**config.mk**
```make
export PLATFORM = sky130hd
export DESIGN_NAME = resp_formatter
export DESIGN_NICKNAME = d
export VERILOG_FILES = /design/src/bridge_pkg.sv /design/src/resp_formatter.sv
export SDC_FILE = /design/constraint.sdc
export NUM_CORES = 1
export LEC_CHECK = 0
export ABC_AREA = 1
export BUFFER_PORTS_ARGS = -buffer_cell sky130_fd_sc_hd__buf_4
export CORE_MARGIN = 10
export CORE_UTILIZATION = 55
export DETAILED_ROUTE_END_ITERATION = 12
export GPL_ROUTABILITY_DRIVEN = 0
export PLACE_DENSITY = 0.83
export SETUP_SLACK_MARGIN = 0.4
export SYNTH_ARGS = -nofsm -noshare
export SYNTH_HDL_FRONTEND = slang
export SYNTH_SLANG_ARGS = --single-unit
```
**constraint.sdc**
```tcl
create_clock -name clk -period 3.3 [get_ports clk]
set_input_delay 0.66 -clock clk [delete_from_list [all_inputs] [get_ports clk]]
set_output_delay 0.66 -clock clk [all_outputs]
set_load 0.005 [all_outputs]
```
**src/bridge_pkg.sv**
```systemverilog
package bridge_pkg;

    // serial timing
    localparam int CLKS_PER_BAUD = 33;
    // wide enough for one and a half bit times
    localparam int BAUD_CW = $clog2(2 * CLKS_PER_BAUD);

    // request bus and memory geometry
    localparam int BUS_AW = 16;
    localparam int BUS_DW = 16;
    localparam int MEM_DEPTH = 16384;
    localparam int MEM_AW = 14;
    localparam int MEM_DW = 12;
    localparam int READ_LATENCY = 2;

    typedef logic [BUS_AW-1:0] bus_addr_t;
    typedef logic [BUS_DW-1:0] bus_data_t;
    typedef logic [MEM_AW-1:0] mem_addr_t;
    typedef logic [MEM_DW-1:0] mem_data_t;

    // protocol characters
    localparam logic [7:0] CHAR_READ = 8'h52;
    localparam logic [7:0] CHAR_WRITE = 8'h57;
    localparam logic [7:0] CHAR_DATA = 8'h44;
    localparam logic [7:0] CHAR_CR = 8'h0D;
    localparam logic [7:0] CHAR_LF = 8'h0A;

    typedef enum logic [1:0] {PARSE_IDLE, PARSE_READ, PARSE_WRITE} parse_state_e;
    typedef enum logic [1:0] {RX_IDLE, RX_DATA, RX_STOP} rx_state_e;
    typedef enum logic [1:0] {TX_IDLE, TX_START, TX_DATA, TX_STOP} tx_state_e;

    // upper-case hex only
    function automatic logic is_hex(input logic [7:0] c);
        return ((c >= 8'h30) && (c <= 8'h39)) || ((c >= 8'h41) && (c <= 8'h46));
    endfunction

    function automatic logic [3:0] hex_to_nibble(input logic [7:0] c);
        logic [7:0] v;
        if (c <= 8'h39) begin
            v = c - 8'h30;
        end else begin
            // 'A' minus ten
            v = c - 8'h37;
        end
        return v[3:0];
    endfunction

    function automatic logic [7:0] nibble_to_hex(input logic [3:0] n);
        if (n < 4'd10) begin
            return {4'h3, n};
        end
        return 8'h37 + {4'h0, n};
    endfunction

endpackage

```
**src/resp_formatter.sv**
```systemverilog
`timescale 1ns/1ps

module resp_formatter (
    input  logic                  clk,
    input  logic                  rst_n_i,
    input  bridge_pkg::bus_data_t rsp_data_i,
    input  logic                  rsp_valid_i,
    input  logic                  tx_ready_i,
    output logic [7:0]            tx_data_o,
    output logic                  tx_start_o
);

    bridge_pkg::bus_data_t act_data;
    bridge_pkg::bus_data_t pend_data;
    logic act_valid;
    logic pend_valid;
    logic [2:0] byte_pos;
    logic take;
    logic last;
    logic free_act;
    logic pend_load;

    assign take = tx_start_o && tx_ready_i;
    assign last = take && (byte_pos == 3'd6);
    // active slot is empty or finishing its LF this cycle
    assign free_act = !act_valid || last;
    // a full pending slot only accepts when it drains this cycle
    assign pend_load = rsp_valid_i && (!pend_valid || free_act);

    always_ff @(posedge clk or negedge rst_n_i) begin
        if (!rst_n_i) begin
            act_valid <= 1'b0;
            pend_valid <= 1'b0;
            byte_pos <= '0;
        end else begin
            pend_valid <= pend_load || (pend_valid && !free_act);
            if (free_act && pend_valid) begin
                act_valid <= 1'b1;
            end else if (last) begin
                act_valid <= 1'b0;
            end
            if (last) begin
                byte_pos <= '0;
            end else if (take) begin
                byte_pos <= byte_pos + 3'd1;
            end
        end
    end

    always_ff @(posedge clk) begin
        if (pend_load) begin
            pend_data <= rsp_data_i;
        end
        if (free_act && pend_valid) begin
            act_data <= pend_data;
        end
    end

    assign tx_start_o = act_valid;

    // reply is D, four hex digits, CR, LF
    always_comb begin
        case (byte_pos)
            3'd0: tx_data_o = bridge_pkg::CHAR_DATA;
            3'd1: tx_data_o = bridge_pkg::nibble_to_hex(act_data[15:12]);
            3'd2: tx_data_o = bridge_pkg::nibble_to_hex(act_data[11:8]);
            3'd3: tx_data_o = bridge_pkg::nibble_to_hex(act_data[7:4]);
            3'd4: tx_data_o = bridge_pkg::nibble_to_hex(act_data[3:0]);
            3'd5: tx_data_o = bridge_pkg::CHAR_CR;
            default: tx_data_o = bridge_pkg::CHAR_LF;
        endcase
    end

endmodule

```
==> metrics.csv <==
metric;value;unit
drt_iter0_markers;86;
path_buf_inv;4;
syn-instance-count;203;
dieArea;0.006097;mm^2
worstSetupEndpointType;primary output;
path_clk_slew;0.10;ns
cp_data_required_time;2.64;ns
power_density;576.9;mW/mm^2
numCtsBuffers;5;
slew_headroom;0.6306;
synthToLayoutAreaGrowth;16.66;%
finalSetupViolations;0;
period_needed;2.525;ns
cp_max_fo;5;
synth_area_leader_cell;edfxtp_1;
antenna_cells;0;
layout_common_cells;59 x nand2_1, 32 x inv_1, 32 x edfxtp_1;
antenna_left;0;
yosys_warnings;0;
fin_util;0.6538;
via_per_inst;4.937;
antenna_found_initial;0;
rsz0062_at_grt;false;
cts_resized;0;
swShare;0.3266;
pwr-share-seq;0.471;
synth_cell_types;16;
crit_family;simple AND/OR/NAND/NOR gates;
routed_wl;3.493;mm
cts_tree;built;
grt-ovfl-total;0;
final_common_cell;nand2_1;
synth_nets;232;
power.switching;0.0004079;W
drv_slew;0;
cap_viol_max_count;0;
dr.pass1.iters;4;
startpoint_type;flip-flop;
cts_sinks;37;
power.leakage;0.9867;nW
yosysTopAreaCellShare;0.5179;
finClkSkew;0.009432;ns
die_x;78.09;um
first_global_vias;1430;
slowest_stage;dfrtp_1;
yosysSeqAreaShare;0.5853;
slowest_delay;0.41;ns
nFillCells;282;
fin_crit_sh;0.7652;
routed-via-count;1402;
ir_drop;0.3803;mV
postSynthAreaPerCell;9.141;um^2
crit_top_cell;inv_1;
p_int;0.0008410;W
comb_power_share;0.359;
netlist_area;0.001856;mm^2
synth.ff_latch_count;37;
fmax;396.0;MHz
worst_slew_pin_slew;0.5535;ns
clockBufferDepth;2;
cts_root_buffer;clkbuf_4;
grt_max_degree;17;
hold_violations;0;
fin_area;0.002165;mm^2
fp.coreArea;0.003311;mm^2
placed_area;0.002116;mm^2
io-pin-count;29;
dp_hpwl;2.845;mm
cp.arrival;1.87;ns
final_nets;266;
rows;21;
grt.total_usage;0.1276;
ys_top_cells_by_area;edfxtp_1 52%, nand2_1 12%, dfrtp_1 6.7%, inv_1 6.5%, ha_1 6.1%;
wire_per_inst;12.30;um
clkLatencyLatePin;0.33;ns
worstSetupPathType;reg2out;
drc;0;
dieHeight;78.09;um
start_util;0.5605;
worstPathCellList;inv_1 -> ha_1 -> inv_1 -> nor2_1 -> inv_1 -> a21oi_1 -> nand3_1 -> nand3_1 -> buf_4;
pwr-share-clk;0.170;
grt_first_pass_wirelength;6.147;mm
hp-class;in2async;
io_buffers;27;
setup_tns;0;ns
layout-drive-gt1-share;0.1471;
cts_setup_buffers;0;
htreeDepth;2;
status;finished clean;
hold_buffers;0;
==> cells by family (layout without fill, tap and decap cells) <==
family                   after synthesis  count (layout)  synth area share
adder cells (fa/ha/maj)                9               9           0.06069
buffers and inverters                 33              68           0.06878
other                                  1               1          0.002021
AO/OA/AOI/OAI                         16              16           0.04720
flip-flops                            37              37            0.5853
AND/OR/NAND/NOR                      107             107            0.2360
==> sequential cells by signal, indices dropped and copies added, names as in the netlist <==
| register | count |
|---|---|
| pend_valid | 1 |
| pend_data | 16 |
| act_data | 16 |
| tx_start_o | 1 |
| byte_pos | 3 |
==> area by class of cell <==
type                            count  area [um^2]  share of cell area
Clock buffer                        8        48.80             0.02254
Sequential cell                    37         1086              0.5017
Timing Repair Buffer               28        210.2             0.09711
Tap cell                           46        57.56             0.02659
Inverter                           32        120.1             0.05549
Multi-Input combinational cell    133        641.9              0.2965
==> routing by layer <==
| layer | part of all wire | track usage |
|---|---|---|
| met5 | 0 | 0 |
| met4 | 0.035 | 0.08244 |
| met3 | 0.057 | 0.04556 |
| met2 | 0.48 | 0.2113 |
| met1 | 0.43 | 0.1352 |
==> power by group through the flow <==
stage | sequential [W] | clock [W] | combinational, W
after floorplan | 0.000591 | 0 | 0.000267
after global placement | 0.000595 | 0 | 0.000438
after detailed placement | 0.000599 | 0 | 0.000452
after CTS | 0.000588 | 0.000222 | 0.000453
after global routing | 0.000596 | 0.000244 | 0.000526
final | 0.000588 | 0.000213 | 0.000448
==> metrics by stage <==
step / std cells / power [W] / hold slack [ns] / setup slack (ns)
3_3_place_gp: 276 / 0.001033 / 0.4009 / 1.143
5_1_grt: 284 / 0.001365 / 0.07747 / 0.4948
6_report: 284 / 0.001249 / 0.1058 / 0.7748
2_1_floorplan: 203 / 0.0008576 / 0.3644 / 1.227
3_5_place_dp: 276 / 0.001051 / 0.4045 / 1.141
4_1_cts: 284 / 0.001263 / 0.09075 / 0.7478
==> final timing paths <==
| check | start | endpoint | slack (ns) | depth (start not counted) |
|---|---|---|---|---|
| setup reg to reg | byte_pos[0] | act_data[10] | 1.34 | 6 |
| min in group clk | pend_data[8] | act_data[8] | 0.42 | 0 |
| setup / recovery | byte_pos[1] | tx_data_o[2] | 0.77 | 9 |
| hold / removal | rst_n_i | byte_pos[2] | 0.11 | 1 |
| hold reg to reg | pend_data[8] | act_data[8] | 0.42 | 0 |
| max in group asynchronous | rst_n_i | byte_pos[0] | 3.09 | 1 |
==> cells in the mapped netlist (all sizes together) <==
master / number
nand4: 3
o21ai: 7
ha: 9
conb: 1
buf: 1
inv: 32
a21oi: 8
nor3: 1
nand2: 59
o2111ai: 1
nor2: 24
dfrtp: 5
edfxtp: 32
nand3: 20
(Power assumes the default switching activity.)
