## src/bridge_pkg.sv

```systemverilog
package bridge_pkg;

    // serial timing
    localparam int CLKS_PER_BAUD = 33;
    // wide enough for one and a half bit times
    localparam int BAUD_CW = $clog2(2 * CLKS_PER_BAUD);

    // request bus and memory geometry
    localparam int BUS_AW = 16;
    localparam int BUS_DW = 16;
    localparam int MEM_DEPTH = 16384;
    localparam int MEM_AW = 14;
    localparam int MEM_DW = 12;
    localparam int READ_LATENCY = 2;

    typedef logic [BUS_AW-1:0] bus_addr_t;
    typedef logic [BUS_DW-1:0] bus_data_t;
    typedef logic [MEM_AW-1:0] mem_addr_t;
    typedef logic [MEM_DW-1:0] mem_data_t;

    // protocol characters
    localparam logic [7:0] CHAR_READ = 8'h52;
    localparam logic [7:0] CHAR_WRITE = 8'h57;
    localparam logic [7:0] CHAR_DATA = 8'h44;
    localparam logic [7:0] CHAR_CR = 8'h0D;
    localparam logic [7:0] CHAR_LF = 8'h0A;

    typedef enum logic [1:0] {PARSE_IDLE, PARSE_READ, PARSE_WRITE} parse_state_e;
    typedef enum logic [1:0] {RX_IDLE, RX_DATA, RX_STOP} rx_state_e;
    typedef enum logic [1:0] {TX_IDLE, TX_START, TX_DATA, TX_STOP} tx_state_e;

    // upper-case hex only
    function automatic logic is_hex(input logic [7:0] c);
        return ((c >= 8'h30) && (c <= 8'h39)) || ((c >= 8'h41) && (c <= 8'h46));
    endfunction

    function automatic logic [3:0] hex_to_nibble(input logic [7:0] c);
        logic [7:0] v;
        if (c <= 8'h39) begin
            v = c - 8'h30;
        end else begin
            // 'A' minus ten
            v = c - 8'h37;
        end
        return v[3:0];
    endfunction

    function automatic logic [7:0] nibble_to_hex(input logic [3:0] n);
        if (n < 4'd10) begin
            return {4'h3, n};
        end
        return 8'h37 + {4'h0, n};
    endfunction

endpackage

```

## src/uart_rx.sv

```systemverilog
`timescale 1ns/1ps

module uart_rx (
    input  logic       clk,
    input  logic       rst_n_i,
    input  logic       rx_i,
    output logic [7:0] rx_data_o,
    output logic       rx_valid_o
);

    logic rx_meta;
    logic rx_sync;
    bridge_pkg::rx_state_e state;
    logic [bridge_pkg::BAUD_CW-1:0] baud_cnt;
    logic [2:0] bit_cnt;
    logic sample;

    // two-flop synchronizer, line idles high
    always_ff @(posedge clk or negedge rst_n_i) begin
        if (!rst_n_i) begin
            rx_meta <= 1'b1;
            rx_sync <= 1'b1;
        end else begin
            rx_meta <= rx_i;
            rx_sync <= rx_meta;
        end
    end

    assign sample = (baud_cnt == '0);

    always_ff @(posedge clk or negedge rst_n_i) begin
        if (!rst_n_i) begin
            state <= bridge_pkg::RX_IDLE;
            baud_cnt <= '0;
            bit_cnt <= '0;
            rx_valid_o <= 1'b0;
        end else begin
            rx_valid_o <= 1'b0;
            case (state)
                bridge_pkg::RX_IDLE: begin
                    if (!rx_sync) begin
                        // skip the start bit and land mid bit 0
                        state <= bridge_pkg::RX_DATA;
                        baud_cnt <= bridge_pkg::BAUD_CW'(bridge_pkg::CLKS_PER_BAUD
                            + bridge_pkg::CLKS_PER_BAUD / 2 - 1);
                        bit_cnt <= '0;
                    end
                end
                bridge_pkg::RX_DATA: begin
                    if (sample) begin
                        baud_cnt <= bridge_pkg::BAUD_CW'(bridge_pkg::CLKS_PER_BAUD - 1);
                        bit_cnt <= bit_cnt + 3'd1;
                        if (bit_cnt == 3'd7) begin
                            state <= bridge_pkg::RX_STOP;
                        end
                    end else begin
                        baud_cnt <= baud_cnt - 1'b1;
                    end
                end
                bridge_pkg::RX_STOP: begin
                    if (sample) begin
                        state <= bridge_pkg::RX_IDLE;
                        // framing error drops the byte
                        rx_valid_o <= rx_sync;
                    end else begin
                        baud_cnt <= baud_cnt - 1'b1;
                    end
                end
                default: state <= bridge_pkg::RX_IDLE;
            endcase
        end
    end

    // lsb first
    always_ff @(posedge clk) begin
        if ((state == bridge_pkg::RX_DATA) && sample) begin
            rx_data_o <= {rx_sync, rx_data_o[7:1]};
        end
    end

    a_rx_single_pulse: assert property (@(posedge clk) disable iff (!rst_n_i)
        rx_valid_o |=> !rx_valid_o);

endmodule

```

## config.mk

```make
export PLATFORM = sky130hd
export DESIGN_NAME = uart_rx
export DESIGN_NICKNAME = d
export VERILOG_FILES = /design/src/bridge_pkg.sv /design/src/uart_rx.sv
export SDC_FILE = /design/constraint.sdc
export NUM_CORES = 1
export LEC_CHECK = 0
export BUFFER_PORTS_ARGS = -buffer_cell sky130_fd_sc_hd__buf_2
export CAP_MARGIN = 40
export CORE_MARGIN = 4
export CORE_UTILIZATION = 56
export CTS_CLUSTER_DIAMETER = 50
export DETAILED_ROUTE_END_ITERATION = 8
export PLACE_DENSITY = 0.8
export SYNTH_ARGS = -nofsm -noshare
export SYNTH_HDL_FRONTEND = slang
export SYNTH_SLANG_ARGS = --single-unit
```

## constraint.sdc

```tcl
create_clock -name clk -period 2.8 [get_ports clk]
set_input_delay 0.28 -clock clk [delete_from_list [all_inputs] [get_ports clk]]
set_output_delay 0.28 -clock clk [all_outputs]
set_load 0.05 [all_outputs]
```

==> results.toml <==
[critical_path]
worst-endpoint-required_ps = 2750
r2r_setup_slack_ps = 490
cp_top_delay_family = "simple AND/OR/NAND/NOR gates"
worst_r2r_startpoint = "baud_cnt[0]"
critPathMaxFanout = 8
crit_slowest_cell = "nor2_1"
worstReg2RegEnd = "rx_data_o[4]"
criticalPathCategory = "flip-flop to flip-flop"
cp.arrival_ps = 2260
worstSetupStartpointType = "flip-flop"
critical_path.n_buffers_inverters = 1
crit_end_element = "flip-flop"
crit_chain = "inv_1, ha_1, nor4b_1, nand2_1, nor2_1"
worstRegToRegCells = 5
critical_path.max_stage_delay_ps = 540

[finish]
area_delta_synth_final_pct = 9.03
nNetsFinal = 129
count_of_antenna_diodes_in_the_layout = 0
utilization_of_the_core_after_routing_pct = 64.8
drive_gt1_share_pct = 21.0

[synth]
synth-compound-area-share_pct = 20.4
post_synthesis_sequential_area_ratio_pct = 52.5
synth_xor_xnor_area_share_pct = 0
synth_top_family_by_area = "compound AO/OA/AOI/OAI gates"
postSynthCellCount = 106
area_share_of_fa_ha_maj_cells_after_synthesis_pct = 6.38
synth.mux.area_fraction_pct = 0
yosysUniqueCellTypes = 44
ys_async_sr_fraction_pct = 65.2
avgSynthCellArea_sq_um = 11.1
ys.flop_type = "dfrtp_1"
synth_warnings = 0
synth_edf_count = 8
post_synthesis_share_of_cell_area_spent_on_and_or_nand_and_nor_gates_pct = 16.2
synthesis.nets = 115
ys_seq_elements = 23
post_synth_instance_area_sq_um = 1180

[pwr]
pwr-share-comb_pct = 1.3
powerDensity_nw_per_um2 = 394
net-switching-power_w = 0.000102
power.internal_w = 0.000404
cellLeakagePower_nw = 0.573
share_of_power_burned_in_registers_pct = 69.3
ir_worst_vdd_mv = 0.325
sw_frac_of_total_pct = 20.1
fraction_of_power_consumed_by_the_clock_network_pct = 29.5
overall_power_of_the_completed_layout_w = 0.000506

[clock_tree]
clk_root_buf = "clkbuf_4"
cts-root-to-sink-buffers = 2
clock_latency_ps = 310
cts_tree = "done"
tritoncts.num_buffers = 3
cts_max_level = 1
cts.clk_slew.worst_paths_ps = 120
cts_num_sinks = 23
cts_resized = 0

[sta]
min_period_ps = 2310
setup_slack_ps = 492
maxSlewHeadroom_pct = 57.6
fmax_mhz = 433
totalNegativeSetupSlack_ps = 0
worst_slew_pin_slew_ps = 634
timing.final.max_slew_violations = 0
final-hold-violation-count = 0
grt_setup_unrepaired = "no"
fin_skew_ps = 8.72
timing.final.setup_violations = 0
layout_worst_path_cycle_share_pct = 82.4

[worst_hold_path]
hold_path_class = "input pin to flip-flop"
min-delay-start = "rx_i"
hold_end = "rx_meta"
hold-path-cell-count = 1

[outcome]
outcome = "finished, final reports clean"

[routing]
drt_pre_antenna_iters = 4
drcViolationCount = 0
routed_wirelength_um = 2240
antenna_violating_nets_post_route = 0
detailroute.via_count = 838
post_drt_wl_per_cell_um = 15.3
drt_iter0_drc = 23
detail_route.vias_per_cell = 5.74

[grt]
gr-usage-all-layers_pct = 18.5
via_count_of_the_first_global_routing_pass = 802
grt_max_degree = 16
grt_pass1_wl_um = 3770
overall_overflow_remaining_after_global_route = 0
grt_antenna_before_repair = 0

[placed_design]
hpwl_after_detailed_placement_um = 1720
portBuffers = 11
place_ws_ps = 518
gp_congestion = 0.842

[die]
die_area_sq_um = 2900
io-pin-count = 12
coreArea_sq_um = 1980
die_width_um = 53.9
row_count = 16
starting_density_pct = 59.4
fp.dieH_um = 53.9

[flow_run]
cap_viol_max_count = 0
[final cells by class]
type | instances | area [sq um]
Inverter | 9 | 33.8
Multi-Input combinational cell | 71 | 505
Sequential cell | 23 | 618
Fill cell | 154 | 698
Tap cell | 27 | 33.8
Clock buffer | 3 | 22.5
Timing Repair Buffer | 12 | 65.1
Clock inverter | 1 | 5.00
[worst max path at each step]
stage                startpoint            to  slack, ps  depth (start not counted)
global route        baud_cnt[0]  rx_data_o[3]        300                          5
CTS                 baud_cnt[0]  rx_data_o[1]        490                          5
detailed placement  baud_cnt[0]  rx_data_o[0]        520                          5
floorplan           baud_cnt[0]  rx_data_o[0]        840                          5
global placement    baud_cnt[0]  rx_data_o[0]        690                          5
finish              baud_cnt[0]  rx_data_o[4]        490                          5
[power by group through the flow]
| stage | sequential (W) | combinational, W | clock, W |
|---|---|---|---|
| floorplan | 0.000357 | 0.0000000404 | 0 |
| finish | 0.000351 | 0.00000648 | 0.000149 |
| CTS | 0.000351 | 0.00000688 | 0.000155 |
| global route | 0.000351 | 0.00000750 | 0.000167 |
| global placement | 0.000357 | 0.00000558 | 0 |
| detailed placement | 0.000357 | 0.00000582 | 0 |
[per-layer routing]
layer	GRT usage [%]	vias up	part of all wire, %
met4	8.51	0	0.98
li1	-	420	-
met5	0	-	0
met1	27.1	399	47
met3	2.49	4	3.8
met2	27.0	15	49
[registers in the layout, summed over array words and instances (netlist names)]
signal and flops:
rx_data_o 8, baud_cnt 7, rx_sync 1, bit_cnt 3
rx_meta 1, state 2, rx_valid_o 1
[cells in the mapped netlist, drive strengths merged, types with 2 or more instances]
| cell type | n | area share, % |
|---|---|---|
| a21oi | 3 | 1.3 |
| a22oi | 2 | 1.3 |
| buf | 2 | 1.4 |
| dfrtp | 13 | 28 |
| dfstp | 2 | 4.5 |
| edfxtp | 8 | 20 |
| ha | 6 | 6.4 |
| inv | 9 | 2.9 |
| nand2 | 7 | 2.2 |
| nand3 | 4 | 1.7 |
| nor2 | 8 | 3.2 |
| o211ai | 2 | 2.4 |
| o21ai | 12 | 6.1 |
| o221ai | 2 | 1.5 |
| o31ai | 2 | 1.3 |
[stage by stage]
stage / cells / hold WS (ps) / instance area [sq um]
floorplan: 106 / -15.6 / 1180
global placement: 141 / 200 / 1250
detailed placement: 141 / 203 / 1250
CTS: 146 / 50.0 / 1280
global route: 146 / 43.1 / 1280
finish: 146 / 57.8 / 1280
[layout by cell type, fill, tap and decap left out, types with 2 or more instances in the layout]
cell type | Yosys | final
clkbuf_4 | 0 | 3
nor2_1 | 7 | 7
buf_2 | 1 | 11
a21oi_1 | 3 | 3
nand2_1 | 7 | 7
nand3_1 | 4 | 4
edfxtp_1 | 8 | 8
o221ai_1 | 2 | 2
dfstp_2 | 2 | 2
o21ai_1 | 2 | 2
inv_1 | 9 | 9
o31ai_1 | 2 | 2
a22oi_1 | 2 | 2
dfrtp_1 | 13 | 13
ha_1 | 6 | 6
o21ai_0 | 9 | 9
[cell families (layout without fill, tap and decap cells)]
logic type                 after synthesis  in the layout
and+or+nand+nor                         33             33
buffers and inverters                   12             25
DFF                                     23             23
adders and majority gates                6              6
AOI/OAI and AO/OA                       32             32
[repair_timing]
item | 4_1_cts | 5_1_grt
hold buffers | 1 | 0
hold endpoints to repair | 13 | 0
setup buffers | 0 | 0
endpoints found under the setup margin | 0 | 0
(Power assumes the default switching activity.)
