$ cat src/bridge_pkg.sv
package bridge_pkg;

    // serial timing
    localparam int CLKS_PER_BAUD = 33;
    // wide enough for one and a half bit times
    localparam int BAUD_CW = $clog2(2 * CLKS_PER_BAUD);

    // request bus and memory geometry
    localparam int BUS_AW = 16;
    localparam int BUS_DW = 16;
    localparam int MEM_DEPTH = 16384;
    localparam int MEM_AW = 14;
    localparam int MEM_DW = 12;
    localparam int READ_LATENCY = 2;

    typedef logic [BUS_AW-1:0] bus_addr_t;
    typedef logic [BUS_DW-1:0] bus_data_t;
    typedef logic [MEM_AW-1:0] mem_addr_t;
    typedef logic [MEM_DW-1:0] mem_data_t;

    // protocol characters
    localparam logic [7:0] CHAR_READ = 8'h52;
    localparam logic [7:0] CHAR_WRITE = 8'h57;
    localparam logic [7:0] CHAR_DATA = 8'h44;
    localparam logic [7:0] CHAR_CR = 8'h0D;
    localparam logic [7:0] CHAR_LF = 8'h0A;

    typedef enum logic [1:0] {PARSE_IDLE, PARSE_READ, PARSE_WRITE} parse_state_e;
    typedef enum logic [1:0] {RX_IDLE, RX_DATA, RX_STOP} rx_state_e;
    typedef enum logic [1:0] {TX_IDLE, TX_START, TX_DATA, TX_STOP} tx_state_e;

    // upper-case hex only
    function automatic logic is_hex(input logic [7:0] c);
        return ((c >= 8'h30) && (c <= 8'h39)) || ((c >= 8'h41) && (c <= 8'h46));
    endfunction

    function automatic logic [3:0] hex_to_nibble(input logic [7:0] c);
        logic [7:0] v;
        if (c <= 8'h39) begin
            v = c - 8'h30;
        end else begin
            // 'A' minus ten
            v = c - 8'h37;
        end
        return v[3:0];
    endfunction

    function automatic logic [7:0] nibble_to_hex(input logic [3:0] n);
        if (n < 4'd10) begin
            return {4'h3, n};
        end
        return 8'h37 + {4'h0, n};
    endfunction

endpackage

$ cat src/cmd_parser.sv
`timescale 1ns/1ps

module cmd_parser (
    input  logic                  clk,
    input  logic                  rst_n_i,
    input  logic [7:0]            rx_data_i,
    input  logic                  rx_valid_i,
    output bridge_pkg::bus_addr_t req_addr_o,
    output bridge_pkg::bus_data_t req_wdata_o,
    output logic                  req_write_o,
    output logic                  req_valid_o
);

    bridge_pkg::parse_state_e state;
    logic [3:0] char_cnt;
    logic [3:0] last_pos;
    logic [3:0] nibble;
    logic in_cmd;
    logic at_end;
    logic is_term;
    logic shift_en;

    // terminator position, after 4 or 8 hex digits
    assign last_pos = (state == bridge_pkg::PARSE_WRITE) ? 4'd8 : 4'd4;
    assign in_cmd = (state == bridge_pkg::PARSE_READ) || (state == bridge_pkg::PARSE_WRITE);
    assign at_end = (char_cnt == last_pos);
    assign is_term = (rx_data_i == bridge_pkg::CHAR_CR) || (rx_data_i == bridge_pkg::CHAR_LF);
    assign nibble = bridge_pkg::hex_to_nibble(rx_data_i);
    assign shift_en = rx_valid_i && in_cmd && !at_end && bridge_pkg::is_hex(rx_data_i);

    always_ff @(posedge clk or negedge rst_n_i) begin
        if (!rst_n_i) begin
            state <= bridge_pkg::PARSE_IDLE;
            char_cnt <= '0;
            req_write_o <= 1'b0;
            req_valid_o <= 1'b0;
        end else begin
            req_valid_o <= 1'b0;
            if (rx_valid_i) begin
                case (state)
                    bridge_pkg::PARSE_IDLE: begin
                        char_cnt <= '0;
                        if (rx_data_i == bridge_pkg::CHAR_READ) begin
                            state <= bridge_pkg::PARSE_READ;
                            req_write_o <= 1'b0;
                        end else if (rx_data_i == bridge_pkg::CHAR_WRITE) begin
                            state <= bridge_pkg::PARSE_WRITE;
                            req_write_o <= 1'b1;
                        end
                    end
                    bridge_pkg::PARSE_READ, bridge_pkg::PARSE_WRITE: begin
                        if (at_end) begin
                            state <= bridge_pkg::PARSE_IDLE;
                            req_valid_o <= is_term;
                        end else if (shift_en) begin
                            char_cnt <= char_cnt + 4'd1;
                        end else begin
                            // bad digit, give up quietly
                            state <= bridge_pkg::PARSE_IDLE;
                        end
                    end
                    default: state <= bridge_pkg::PARSE_IDLE;
                endcase
            end
        end
    end

    // first four digits are the address, the rest the data
    always_ff @(posedge clk) begin
        if (shift_en) begin
            if (char_cnt < 4'd4) begin
                req_addr_o <= {req_addr_o[bridge_pkg::BUS_AW-5:0], nibble};
            end else begin
                req_wdata_o <= {req_wdata_o[bridge_pkg::BUS_DW-5:0], nibble};
            end
        end
    end

    a_req_single_pulse: assert property (@(posedge clk) disable iff (!rst_n_i)
        req_valid_o |=> !req_valid_o);

    a_legal_state: assert property (@(posedge clk) disable iff (!rst_n_i)
        state inside {bridge_pkg::PARSE_IDLE, bridge_pkg::PARSE_READ,
                      bridge_pkg::PARSE_WRITE});

endmodule

$ cat config.mk
export PLATFORM = sky130hd
export DESIGN_NAME = cmd_parser
export DESIGN_NICKNAME = d
export VERILOG_FILES = /design/src/bridge_pkg.sv /design/src/cmd_parser.sv
export SDC_FILE = /design/constraint.sdc
export NUM_CORES = 1
export LEC_CHECK = 0
export BUFFER_PORTS_ARGS = -buffer_cell sky130_fd_sc_hd__buf_2
export CELL_PAD_IN_SITES_DETAIL_PLACEMENT = 0
export CELL_PAD_IN_SITES_GLOBAL_PLACEMENT = 1
export CORE_AREA = 2 2 66 68
export DETAILED_ROUTE_END_ITERATION = 8
export DIE_AREA = 0 0 68 70
export PLACE_DENSITY_LB_ADDON = 0.1
export SLEW_MARGIN = 20
export SYNTH_ARGS = -nofsm -noshare
export SYNTH_HDL_FRONTEND = slang
export SYNTH_SLANG_ARGS = --single-unit
$ cat constraint.sdc
create_clock -name clk -period 7.45 [get_ports clk]
set_input_delay 1.1175 -clock clk [delete_from_list [all_inputs] [get_ports clk]]
set_output_delay 1.1175 -clock clk [all_outputs]
set_load 0.05 [all_outputs]
==> metrics.md <==
| Metric | Value |
|---|---|
| Run status | `finished, final reports clean` |
| Hold Violations, Final | `0` |
| Post-synthesis area per instance | `14.7 sq um` |
| Setup bufs post-CTS | `0` |
| Worst-skew pair later-pin latency | `300 ps` |
| Cells after DPL | `216` |
| Post-CTS sizing | `0` |
| Initial antenna violation count | `0` |
| Final count of pins violating max slew | `0` |
| Largest vdd supply drop | `0.126 mV` |
| Final cycle utilization of the critical path | `40.9%` |
| Via count of the first global-routing pass | `1065` |
| Category of the worst setup path capture point | `flop` |
| Reg-to-Reg End | `req_addr_o[9]` |
| Leakage power figure | `0.885 nW` |
| Minimum setup slack among reg-to-reg paths | `4870 ps` |
| Net count after synthesis | `140` |
| Netlist Area Pre-Place | `1780 sq um` |
| Min-Delay Path Class | `reg2reg` |
| Switching Fraction | `22.8%` |
| Vias per Instance | `5.08` |
| Depth of the most critical reg-to-reg path | `6` |
| Crit-path cells | `buf_2 -> inv_1 -> ha_1 -> o21bai_1 -> a211oi_2 -> o21ai_2 -> nor3_4` |
| Die span in x | `68 microns` |
| First-pass GRT wire length | `5.52 mm` |
| GR Overflow Total | `0` |
| Min Hold Slack | `436 ps` |
| Detailed-route wire length | `3.42 mm` |
| Destination of the worst hold path | `req_addr_o[4]` |
| Max stage delay cell, worst path | `nor3_4` |
| Wirelength per Cell | `15.3 microns` |
| Commonest cells after routing, fill and taps aside | `44 x buf_2, 32 x edfxtp_1, 9 x inv_1` |
| Part of the power in registers | `52.8%` |
| Final critical delay including setup and external delays | `3050 ps` |
| Number of I/O pins | `45` |
| Number of clock buffers inserted by TritonCTS | `5` |
| Starting density of the core | `43.1%` |
| Setup violators final | `0` |
| Signed area change from the synthesized netlist to the final layout | `23.0%` |
| Count of nets left with antenna violations after detail routing | `0` |
| Fraction of layout cells with a size suffix above 1 | `38.4%` |
| Clock root buffer master | `clkbuf_8` |
| Layout Skew | `13.2 ps` |
| Leading area contributor after synthesis | `edfxtp_1` |
| Portion of synthesized cell area occupied by the leading cell type | `53.9%` |
| Portion of the post-synthesis area used by sequential elements | `65.1%` |
| Pin count of the biggest net entering global routing | `17` |
| Number of synthesized register bits | `40` |
| Tightest Pin Transition | `714 ps` |
| Ys Warns | `0` |
| Drt pass-1 iters | `4` |
| Startpoint of the lowest-slack hold path | `req_addr_o[0]` |
| Hold buffer count at cts | `0` |
| Site Rows | `24` |
| H-tree levels | `2` |
| Required arrival time at the worst endpoint | `7370 ps` |
| Maximum operating frequency | `0.328 GHz` |
| Die Area | `4760 sq um` |
| Core Region | `4140 sq um` |
| Internal portion of total power | `357 uW` |
| WS Path Type | `in2reg` |
| Reg2Reg Launch Point | `char_cnt[0]` |
| TritonCTS clock tree | `yes` |
| Post-layout utilization of the core | `53.0%` |
| DR vias | `1139` |
| Non-filler cells, final | `224` |
| Detailed-placement wirelength estimate | `2.64 mm` |
| Buffers added on ports | `44` |
| RSZ-0062 raised after global routing | `false` |
| Power per cell area | `211 nW/um^2` |
| Critical path data arrival time | `2970 ps` |
| DR DRC count | `0` |
| Iteration-0 DRC count of the detailed router | `100` |
| Most common cell after layout, fill and taps aside | `buf_2` |
| Final-layout setup total negative slack | `0 ps` |
| Cell count of the worst hold path | `0` |
| Clock transition time at the flip-flop clock pins of the worst setup and hold paths | `80 ps` |
| Category of the worst setup path launch point | `input port` |
| Synth unique cells | `42` |
| Final Net Count | `190` |
| Worst max-slew margin expressed relative to the limit | `52.2%` |
| Max incr delay on CP | `590 ps` |
| Die height | `70 microns` |
| Global placer's final weighted congestion | `0.855` |
| Total track usage | `16.4%` |
| Total power | `462 uW` |
| Proportion of power drawn by the clock network | `38.9%` |
| Num Clock Sinks | `40` |
| Switching power total | `105 uW` |
| Critical-path maximum fanout | `16` |
| Diode count | `0` |
| Max-cap violations | `0` |
| Number of instances in the synthesized netlist | `121` |
| Max clock buf depth | `2` |
| Cell types with the largest area share after synthesis | `edfxtp_1 54%, dfrtp_1 11%, ha_1 5.6%` |
| Combinational share of power | `8.3%` |
-- cell families after synthesis --
| family | count (synthesis) | synth area share, % |
|---|---|---|
| AOI/OAI and AO/OA | 19 | 9.47 |
| adders and majority gates | 8 | 5.61 |
| muxes | 4 | 2.38 |
| DFF | 40 | 65.1 |
| buffers and inverters | 11 | 2.38 |
| and+or+nand+nor | 36 | 13.6 |
| xor gates and xnor gates | 3 | 1.47 |
-- routing by layer --
metal | track usage (%) | up-vias | share of wire, %
met4 | 8.00 | 0 | 2.6
li1 | - | 552 | -
met3 | 5.80 | 8 | 6.7
met2 | 24.3 | 45 | 48
met5 | 0 | - | 0
met1 | 21.2 | 534 | 42
-- sequential cells by signal, summed over array words and instances (netlist names) --
name         flops
req_addr_o      16
state            2
char_cnt         4
req_wdata_o     16
req_write_o      1
req_valid_o      1
-- worst max-delay path: cells and delay by family --
family	cells	cell delay, ps
AO/OA/AOI/OAI	3	870
adder cells (fa/ha/maj)	1	190
buffers and inverters	2	200
AND/OR/NAND/NOR	1	590
-- cells in the mapped netlist --
cell type / instances
o21ai_0: 4
and2_2: 1
buf_2: 1
nor3b_1: 1
nand2_1: 8
a2bb2oi_1: 1
and3_1: 2
mux2i_1: 2
xnor2_1: 2
xor2_1: 1
edfxtp_1: 32
a211oi_1: 1
clkbuf_1: 1
and2_1: 1
nand4_1: 2
nand3b_1: 1
o21bai_1: 1
or2_2: 1
mux2_2: 2
o21ai_2: 1
o211ai_1: 1
or3_1: 1
nand4bb_1: 1
nor3_1: 3
o211ai_2: 1
a311oi_4: 1
nor4_2: 1
dfrtp_1: 8
o211a_1: 1
a211oi_2: 1
nor2b_1: 2
ha_1: 8
o2111a_1: 1
inv_1: 9
nand3_1: 1
o21ai_1: 1
nor4b_4: 2
a41oi_1: 3
a21oi_1: 1
nor2_1: 6
nor3_2: 1
and4b_1: 1
-- power by group through the flow --
stage / registers, mW / clock network [mW] / logic (mW)
4_1_cts: 0.244 / 0.185 / 0.0385
5_1_grt: 0.244 / 0.194 / 0.0426
2_1_floorplan: 0.250 / 0 / 0.0234
6_report: 0.244 / 0.180 / 0.0383
3_5_place_dp: 0.249 / 0 / 0.0385
3_3_place_gp: 0.249 / 0 / 0.0377
-- worst max-delay path by stage --
stage	endpoint	depth (start not counted)	start
final	req_addr_o[9]	7	rx_data_i[1]
after CTS	req_addr_o[9]	7	rx_data_i[1]
after floorplan	req_addr_o[0]	6	rx_data_i[0]
after detailed placement	req_addr_o[12]	7	rx_data_i[1]
after global routing	req_addr_o[11]	7	rx_data_i[1]
after global placement	req_addr_o[14]	7	rx_data_i[1]
-- cell type report --
type                    instances  area, sq um
clock buffers                   5         68.8
clock inverters                 3         46.3
fillers                       368         1950
inverters                       9         33.8
multi-input cells              70          592
flip-flops and latches         40         1160
well taps                      52         65.1
repair buffers                 45          228
-- metrics by stage --
step | setup slack (ps) | area (sq um)
floorplan | 3850 | 1780
global placement | 3900 | 2070
detailed placement | 3750 | 2070
CTS | 4070 | 2190
global route | 4230 | 2190
finish | 4400 | 2190
No activity file was read; power rests on OpenSTA's default activity.
